File: src/axi_wr_pkg.sv
// AXI4 write path shared definitions
// Widths, slave memory depth and the enums for burst type,
// write response and the two FSMs
package axi_wr_pkg;

	localparam int ADDR_W    = 8;   // Word address width
	localparam int DATA_W    = 32;  // Data word width
	localparam int LEN_W     = 8;   // awlen width, L means L+1 beats
	localparam int SIZE_W    = 3;   // awsize width
	localparam int MEM_DEPTH = 64;  // Words in slave memory
	localparam int MEM_AW    = $clog2(MEM_DEPTH);  // Memory index width
	localparam logic [SIZE_W-1:0] SIZE_WORD = 3'd2;  // 4 bytes per beat

	// AXI burst encodings
	typedef enum logic [1:0] {
		BURST_FIXED = 2'b00,
		BURST_INCR  = 2'b01,
		BURST_WRAP  = 2'b10
	} burst_t;

	// AXI response encodings, EXOKAY and DECERR unused
	typedef enum logic [1:0] {
		RESP_OKAY   = 2'b00,
		RESP_SLVERR = 2'b10
	} resp_t;

	// Master FSM
	typedef enum logic [1:0] {
		WR_IDLE,  // Waiting for a command
		WR_ADDR,  // AW valid
		WR_DATA,  // Streaming beats
		WR_RESP   // Waiting on B
	} wr_state_t;

	// Slave FSM
	typedef enum logic [1:0] {
		SLV_IDLE,
		SLV_DATA,
		SLV_RESP
	} slv_state_t;

endpackage

File: src/axi_burst_writer.sv
// AXI4 burst write master
// Accepts a burst command on a valid/ready port, issues AW,
// streams the data port onto W and waits for the B response.
// Reports each finished burst as a one-cycle done pulse.
`timescale 1ns/1ns

module axi_burst_writer (
	input  logic                                clk,
	input  logic                                resetn,

	// Command port
	input  logic                                cmd_valid,
	input  logic [axi_wr_pkg::ADDR_W-1:0]       cmd_addr,
	input  logic [axi_wr_pkg::LEN_W-1:0]        cmd_len,
	input  logic [axi_wr_pkg::SIZE_W-1:0]       cmd_size,
	input  axi_wr_pkg::burst_t                  cmd_burst,
	output logic                                cmd_ready,

	// Data stream port
	input  logic                                data_valid,
	input  logic [axi_wr_pkg::DATA_W-1:0]       data_word,
	output logic                                data_ready,

	// AW channel
	output logic [axi_wr_pkg::ADDR_W-1:0]       awaddr,
	output logic [axi_wr_pkg::LEN_W-1:0]        awlen,
	output logic [axi_wr_pkg::SIZE_W-1:0]       awsize,
	output axi_wr_pkg::burst_t                  awburst,
	output logic                                awvalid,
	input  logic                                awready,

	// W channel
	output logic [axi_wr_pkg::DATA_W-1:0]       wdata,
	output logic                                wlast,
	output logic                                wvalid,
	input  logic                                wready,

	// B channel
	input  axi_wr_pkg::resp_t                   bresp,
	input  logic                                bvalid,
	output logic                                bready,

	// Status
	output logic                                done,
	output axi_wr_pkg::resp_t                   done_resp
);

	axi_wr_pkg::wr_state_t state, state_next;

	logic [axi_wr_pkg::LEN_W-1:0]  beat_cnt;  // Beats sent so far in this burst
	logic                          cmd_fire;
	logic                          beat_fire;

	assign cmd_fire  = cmd_valid && cmd_ready;
	assign beat_fire = wvalid && wready;  // Same cycle as data handshake

	// Next state
	always_comb begin
		state_next = state;
		case (state)
			axi_wr_pkg::WR_IDLE: begin
				if (cmd_fire)
					state_next = axi_wr_pkg::WR_ADDR;
			end
			axi_wr_pkg::WR_ADDR: begin
				if (awvalid && awready)
					state_next = axi_wr_pkg::WR_DATA;
			end
			axi_wr_pkg::WR_DATA: begin
				if (beat_fire && wlast)
					state_next = axi_wr_pkg::WR_RESP;
			end
			axi_wr_pkg::WR_RESP: begin
				if (bvalid && bready)
					state_next = axi_wr_pkg::WR_IDLE;
			end
			default: state_next = axi_wr_pkg::WR_IDLE;
		endcase
	end

	// State, ready flag and beat counter
	always_ff @(posedge clk or negedge resetn) begin
		if (!resetn) begin
			state     <= axi_wr_pkg::WR_IDLE;
			cmd_ready <= 1'b0;  // Rises one cycle after reset release
			beat_cnt  <= '0;
		end else begin
			state     <= state_next;
			cmd_ready <= (state_next == axi_wr_pkg::WR_IDLE);
			if (cmd_fire)
				beat_cnt <= '0;  // New burst
			else if (beat_fire)
				beat_cnt <= beat_cnt + 1'b1;
		end
	end

	// Command fields held for the AW channel
	always_ff @(posedge clk) begin
		if (cmd_fire) begin
			awaddr  <= cmd_addr;
			awlen   <= cmd_len;
			awsize  <= cmd_size;
			awburst <= cmd_burst;
		end
	end

	assign awvalid = (state == axi_wr_pkg::WR_ADDR);

	// W follows the data source, stall on source holds back W
	assign wvalid     = (state == axi_wr_pkg::WR_DATA) && data_valid;
	assign data_ready = (state == axi_wr_pkg::WR_DATA) && wready;
	assign wdata      = data_word;
	assign wlast      = (beat_cnt == awlen);  // Beat L+1

	assign bready    = (state == axi_wr_pkg::WR_RESP);
	assign done      = bvalid && bready;  // Pulse on B handshake
	assign done_resp = bresp;

endmodule

File: src/axi_wr_mem_slave.sv
// AXI4 write slave with a word memory
// Latches each AW, checks the whole burst once for errors and
// stores FIXED or INCR full-word beats. Bad bursts are drained
// without writes and answered with SLVERR.
// Also provides a combinational word read port.
`timescale 1ns/1ns

module axi_wr_mem_slave (
	input  logic                                clk,
	input  logic                                resetn,

	// AW channel
	input  logic [axi_wr_pkg::ADDR_W-1:0]       awaddr,
	input  logic [axi_wr_pkg::LEN_W-1:0]        awlen,
	input  logic [axi_wr_pkg::SIZE_W-1:0]       awsize,
	input  axi_wr_pkg::burst_t                  awburst,
	input  logic                                awvalid,
	output logic                                awready,

	// W channel
	input  logic [axi_wr_pkg::DATA_W-1:0]       wdata,
	input  logic                                wlast,
	input  logic                                wvalid,
	output logic                                wready,

	// B channel
	output axi_wr_pkg::resp_t                   bresp,
	output logic                                bvalid,
	input  logic                                bready,

	// Read port
	input  logic [axi_wr_pkg::ADDR_W-1:0]       rd_addr,
	output logic [axi_wr_pkg::DATA_W-1:0]       rd_data
);

	axi_wr_pkg::slv_state_t state, state_next;

	logic [axi_wr_pkg::DATA_W-1:0] mem [axi_wr_pkg::MEM_DEPTH];

	logic [axi_wr_pkg::ADDR_W-1:0] cur_addr;  // Address of the next beat
	axi_wr_pkg::burst_t            cur_burst;
	logic                          err_q;     // Burst rejected
	logic [axi_wr_pkg::ADDR_W:0]   last_addr; // One extra bit for overrun
	logic                          aw_err;
	logic                          aw_fire;
	logic                          w_fire;

	assign aw_fire = awvalid && awready;
	assign w_fire  = wvalid && wready;

	// Last beat address, FIXED stays at the start
	always_comb begin
		last_addr = {1'b0, awaddr};
		if (awburst == axi_wr_pkg::BURST_INCR)
			last_addr = {1'b0, awaddr}
				+ {{(axi_wr_pkg::ADDR_W + 1 - axi_wr_pkg::LEN_W){1'b0}}, awlen};
	end

	// One error flag for the whole burst
	always_comb begin
		aw_err = 1'b0;
		if (awburst != axi_wr_pkg::BURST_FIXED && awburst != axi_wr_pkg::BURST_INCR)
			aw_err = 1'b1;  // WRAP or reserved
		if (awsize != axi_wr_pkg::SIZE_WORD)
			aw_err = 1'b1;  // Narrow or wide beat
		if (last_addr >= (axi_wr_pkg::ADDR_W + 1)'(axi_wr_pkg::MEM_DEPTH))
			aw_err = 1'b1;  // Runs past memory end
	end

	// Next state
	always_comb begin
		state_next = state;
		case (state)
			axi_wr_pkg::SLV_IDLE: begin
				if (aw_fire)
					state_next = axi_wr_pkg::SLV_DATA;
			end
			axi_wr_pkg::SLV_DATA: begin
				if (w_fire && wlast)
					state_next = axi_wr_pkg::SLV_RESP;
			end
			axi_wr_pkg::SLV_RESP: begin
				if (bvalid && bready)
					state_next = axi_wr_pkg::SLV_IDLE;
			end
			default: state_next = axi_wr_pkg::SLV_IDLE;
		endcase
	end

	always_ff @(posedge clk or negedge resetn) begin
		if (!resetn) begin
			state   <= axi_wr_pkg::SLV_IDLE;
			awready <= 1'b0;  // High from first cycle after reset
			err_q   <= 1'b0;
		end else begin
			state   <= state_next;
			awready <= (state_next == axi_wr_pkg::SLV_IDLE);
			if (aw_fire)
				err_q <= aw_err;
		end
	end

	// Beat address tracking
	always_ff @(posedge clk) begin
		if (aw_fire) begin
			cur_addr  <= awaddr;
			cur_burst <= awburst;
		end else if (w_fire && cur_burst == axi_wr_pkg::BURST_INCR) begin
			cur_addr <= cur_addr + 1'b1;  // Word addressing
		end
	end

	// Memory write, only for accepted bursts
	always_ff @(posedge clk) begin
		if (w_fire && !err_q)
			mem[cur_addr[axi_wr_pkg::MEM_AW-1:0]] <= wdata;
	end

	assign wready = (state == axi_wr_pkg::SLV_DATA);
	assign bvalid = (state == axi_wr_pkg::SLV_RESP);  // Cycle after last beat
	assign bresp  = err_q ? axi_wr_pkg::RESP_SLVERR : axi_wr_pkg::RESP_OKAY;

	// Out of range reads zero
	assign rd_data = (rd_addr < axi_wr_pkg::ADDR_W'(axi_wr_pkg::MEM_DEPTH))
		? mem[rd_addr[axi_wr_pkg::MEM_AW-1:0]] : '0;

endmodule

File: src/axi_wr_top.sv
// AXI4 write path top level
// Burst writer driving the slave memory over AW, W and B.
// Exposes command, data, done and word read ports.
`timescale 1ns/1ns

module axi_wr_top (
	input  logic                                clk,
	input  logic                                resetn,

	input  logic                                cmd_valid,
	input  logic [axi_wr_pkg::ADDR_W-1:0]       cmd_addr,
	input  logic [axi_wr_pkg::LEN_W-1:0]        cmd_len,
	input  logic [axi_wr_pkg::SIZE_W-1:0]       cmd_size,
	input  axi_wr_pkg::burst_t                  cmd_burst,
	output logic                                cmd_ready,

	input  logic                                data_valid,
	input  logic [axi_wr_pkg::DATA_W-1:0]       data_word,
	output logic                                data_ready,

	output logic                                done,
	output axi_wr_pkg::resp_t                   done_resp,

	input  logic [axi_wr_pkg::ADDR_W-1:0]       rd_addr,
	output logic [axi_wr_pkg::DATA_W-1:0]       rd_data
);

	// AXI channels between master and slave
	logic [axi_wr_pkg::ADDR_W-1:0] awaddr;
	logic [axi_wr_pkg::LEN_W-1:0]  awlen;
	logic [axi_wr_pkg::SIZE_W-1:0] awsize;
	axi_wr_pkg::burst_t            awburst;
	logic                          awvalid, awready;
	logic [axi_wr_pkg::DATA_W-1:0] wdata;
	logic                          wlast, wvalid, wready;
	axi_wr_pkg::resp_t             bresp;
	logic                          bvalid, bready;

	axi_burst_writer u_writer (
		.clk, .resetn,
		.cmd_valid, .cmd_addr, .cmd_len, .cmd_size, .cmd_burst, .cmd_ready,
		.data_valid, .data_word, .data_ready,
		.awaddr, .awlen, .awsize, .awburst, .awvalid, .awready,
		.wdata, .wlast, .wvalid, .wready,
		.bresp, .bvalid, .bready,
		.done, .done_resp
	);

	axi_wr_mem_slave u_slave (
		.clk, .resetn,
		.awaddr, .awlen, .awsize, .awburst, .awvalid, .awready,
		.wdata, .wlast, .wvalid, .wready,
		.bresp, .bvalid, .bready,
		.rd_addr, .rd_data
	);

endmodule

File: config.mk
export PLATFORM = sky130hd
export DESIGN_NAME = axi_wr_top
export DESIGN_NICKNAME = d
export VERILOG_FILES = /design/src/axi_wr_pkg.sv /design/src/axi_burst_writer.sv /design/src/axi_wr_mem_slave.sv /design/src/axi_wr_top.sv
export SDC_FILE = /design/constraint.sdc
export NUM_CORES = 2
export LEC_CHECK = 0
export ABC_AREA = 1
export BUFFER_PORTS_ARGS = -buffer_cell sky130_fd_sc_hd__buf_2
export CAP_MARGIN = 30
export CORE_AREA = 2 2 424 426
export DETAILED_ROUTE_END_ITERATION = 7
export DIE_AREA = 0 0 426 428
export PLACE_DENSITY = 0.65
export REMOVE_ABC_BUFFERS = 1
export SYNTH_ARGS = -nofsm -noshare
export SYNTH_HDL_FRONTEND = slang
export SYNTH_HIERARCHICAL = 1
export SYNTH_SLANG_ARGS = --single-unit
File: constraint.sdc
create_clock -name clk -period 3.3 [get_ports clk]
set_input_delay 0.825 -clock clk [delete_from_list [all_inputs] [get_ports clk]]
set_output_delay 0.825 -clock clk [all_outputs]
set_load 0.02 [all_outputs]
==> flow_metrics.env <==
export IMPL_synth_async_reset_ratio_pct=0.7170
export IMPL_most_common_layout_cells="nand2_1 (2161), edfxtp_1 (2077), nand3_1 (1669)"
export IMPL_yosys_register_bits=2092
export IMPL_run_status="finished with violations"
export IMPL_top_routing_layer_in_use="met5"
export IMPL_layout_cells_most_common="nand2_1"
export IMPL_cts_sink_count=2092
export IMPL_final_setup_skew_ps=35.10
export IMPL_drt_iter0_drc=8242
export IMPL_synthToLayoutAreaGrowth_pct=22.66
export IMPL_power_switching_uw=12770
export IMPL_dp_final_hpwl_microns=143400
export IMPL_slew_violations=0
export IMPL_timing_final_ws_setup_ps=-210.0
export IMPL_synth_edf_count=2077
export IMPL_pleak_uw=0.03755
export IMPL_clock_path_buffers=3
export IMPL_detail_route_drc_violations=0
export IMPL_antenna_found_initial=10
export IMPL_worst_max_slew_pin_slew_ps=940.4
export IMPL_place_ws_ps=-699.4
export IMPL_cts_inserted_buffers=210
export IMPL_vdd_drop_max_v=0.0006378
export IMPL_synth_yosys_warnings=6
export IMPL_fillers=13781
export IMPL_die_height_microns=428
export IMPL_antenna_violating_nets_post_route=0
export IMPL_route_vias_total=59284
export IMPL_synth_cells=7023
export IMPL_syn_avg_cell_area_sq_um=12.06
export IMPL_globalplace_congestion=0.8490
export IMPL_timing_final_crit_share_pct=106.4
export IMPL_drt_met1_wl_microns=98450
export IMPL_period_needed_ps=3510
export IMPL_hold_class="primary input to flop"
export IMPL_critical_path_max_stage_delay_ps=190
export IMPL_path_cells="buf_16 > buf_16 > buf_12 > buf_16 > buf_6 > nand2_1 > nand3_1 > nand3_1 > nand3_2 > nand3_4 > nand3_2 > nand2_2 > nor2_4 > buf_6"
export IMPL_worst_setup_path_type="primary input to primary output"
export IMPL_cts_tree="yes"
export IMPL_max_stage_delay_cell_worst_path="nor2_4"
export IMPL_wl_met3_microns=26450
export IMPL_finalHoldViolations=0
export IMPL_detail_route_first_pass_iterations=8
export IMPL_critPathMostFrequentCell="buf_16"
export IMPL_std_cell_rows=155
export IMPL_violated_checks="setup timing"
export IMPL_dieArea_sq_mm=0.1823
export IMPL_slew_headroom_pct=37.31
export IMPL_floorplan_core_area_sq_mm=0.1776
export IMPL_startpoint_type="primary input"
export IMPL_detailroute_wirelength_met2_microns=120200
export IMPL_pin_count=102
export IMPL_grt_usage_pct=26.80
export IMPL_grt_start_max_net_pins=65
export IMPL_power_per_cell_area_mw_per_mm2=545.0
export IMPL_floorplan_initialDensity_pct=47.69
export IMPL_seqPwrFrac_pct=51.6
export IMPL_width_of_the_die_microns=426
export IMPL_rsz0062_at_grt="true"
export IMPL_drive_gt1_share_pct=18.62
export IMPL_layout_nets=7645
export IMPL_internal_power_uw=43860
export IMPL_portion_of_total_power_attributed_to_combinational_logic_pct=7.8
export IMPL_clk_pin_slew_worst_paths_ps=60
export IMPL_critical_path_required_ps=2470
export IMPL_clk_root_buffer_cell="clkbuf_16"
export IMPL_finalSetupViolCount=31
export IMPL_power_clock_fraction_pct=40.7
export IMPL_crit_path_max_fanout=6
export IMPL_overflow=0
export IMPL_grt_pass1_wl_microns=363200
export IMPL_finish_utilization_pct=58.49
export IMPL_drt_total_wl_microns=253400
export IMPL_avgViaCountPerCell=5.873
export IMPL_end_kind="primary output"
export IMPL_yosysSeqAreaShare_pct=74.07
export IMPL_clock_insertion_delay_worst_skew_ps=850
export IMPL_post_synth_num_cell_types=42
export IMPL_netlist_area_before_placement_sq_mm=0.08471
export IMPL_wire_per_inst_microns=25.10
export IMPL_fmaxAchievable_ghz=0.2849
export IMPL_switching_share_pct=22.55
export IMPL_htree_num_levels=4
export IMPL_first_global_vias=56048
export IMPL_buffer_ports_inserted=100
export IMPL_synth_ff_type="edfxtp_1"
export IMPL_setup_tns_ps=-4082
export IMPL_critical_path_arrival_ps=2690
export IMPL_timing_max_cap_violations=0
## cell usage after synthesis, types with 20 or more instances
master,number,area [sq um]
buf_1,41,153.9
o21ai_0,44,220.2
o22ai_1,20,125.1
a21oi_1,38,190.2
buf_2,228,1141
inv_1,39,146.4
clkbuf_1,113,424.2
nand2_1,2213,8307
edfxtp_1,2077,62370
buf_4,78,585.6
buf_6,24,270.3
nor2_1,210,788.3
nand3_1,1811,9064
## kinds of logic after synthesis
logic type,count (synthesis),share of synthesized area [%]
AO/OA/AOI/OAI,119,0.7577
XOR/XNOR,7,0.07237
adder cells (fa/ha/maj),11,0.1713
buffers and inverters,531,3.270
flip-flops,2092,74.07
other,1,0.004427
AND/OR/NAND/NOR,4262,21.66
## power groups by stage
stage               registers, uW  logic [uW]  clock network (uW)
finish                      29200        4400               23000
global route                29200        4670               24300
CTS                         29200        4010               23200
detailed placement          29800        3600                   0
global placement            29800        3550                   0
floorplan                   29800        1460                   0
## state kept, by name, indices dropped and copies added, names as in the netlist
register and count:
u_writer/cmd_ready 1, u_slave/cur_addr 6, u_writer/state 2, u_slave/awready 1, u_writer/awaddr 8, u_slave/state 2, u_writer/awburst 2, u_slave/cur_burst 2
u_slave/mem 2048, u_writer/awlen 8, u_slave/err_q 1, u_writer/awsize 3, u_writer/beat_cnt 8
## metal layers
metal,up-vias,GRT usage (%)
met5,-,0
li1,26113,-
met3,556,4.693
met2,3349,43.09
met4,12,9.129
met1,29254,36.96
## critical path, delay by kind of cell
| family | cells | cell delay, ps |
|---|---|---|
| and+or+nand+nor | 8 | 870 |
| buffers and inverters | 6 | 920 |
## final cells by class
type                            count  area, sq um  share of cell area [%]
Tap cell                         2355         2947                   2.836
Clock buffer                      271         5590                   5.380
Clock inverter                    107         1028                  0.9898
Antenna cell                        4        10.01                0.009633
Timing Repair Buffer              814        10130                   9.750
Sequential cell                  2092        62750                   60.39
Timing Repair inverter              5        77.57                 0.07466
Inverter                           46        242.7                  0.2336
Multi-Input combinational cell   4400        21130                   20.34
## final timing paths
path	slack, ps	endpoint	cells after the start	startpoint
max	-210	rd_data[5]	14	rd_addr[0]
min	150	u_writer/awlen[4]$_DFFE_PP_	1	cmd_len[4]
max reg2reg	680	u_slave/mem[6][11]$_DFFE_PP_	9	u_writer/state[0]$_DFF_PN0_
min reg2reg	510	u_slave/cur_burst[0]$_DFFE_PP_	0	u_writer/awburst[0]$_DFFE_PP_
max in group asynchronous	2600	u_slave/awready$_DFF_PN0_	2	resetn
min in group asynchronous	410	u_writer/beat_cnt[7]$_DFFE_PN0P_	2	resetn
## what timing repair did
item                       in CTS  in global routing
resized for setup             305                258
hold endpoints to repair       15                  0
hold buffers                    1                  0
pin swaps                      52                 92
setup endpoints to repair      32                 32
setup buffers                  26                 32
gates cloned                   28                 32
## metrics by stage
step / hold slack [ps] / total power, uW / std cells / instance area [sq um]
3_3_place_gp: 490.8 / 33300 / 9596 / 92900
3_5_place_dp: 497.9 / 33360 / 9596 / 92900
4_1_cts: 94.48 / 56440 / 10027 / 101800
6_report: 145.9 / 56630 / 10094 / 103900
5_1_grt: 113.2 / 58120 / 10092 / 103900
2_1_floorplan: 450.7 / 31230 / 6538 / 82120
(Power assumes the default switching activity.)
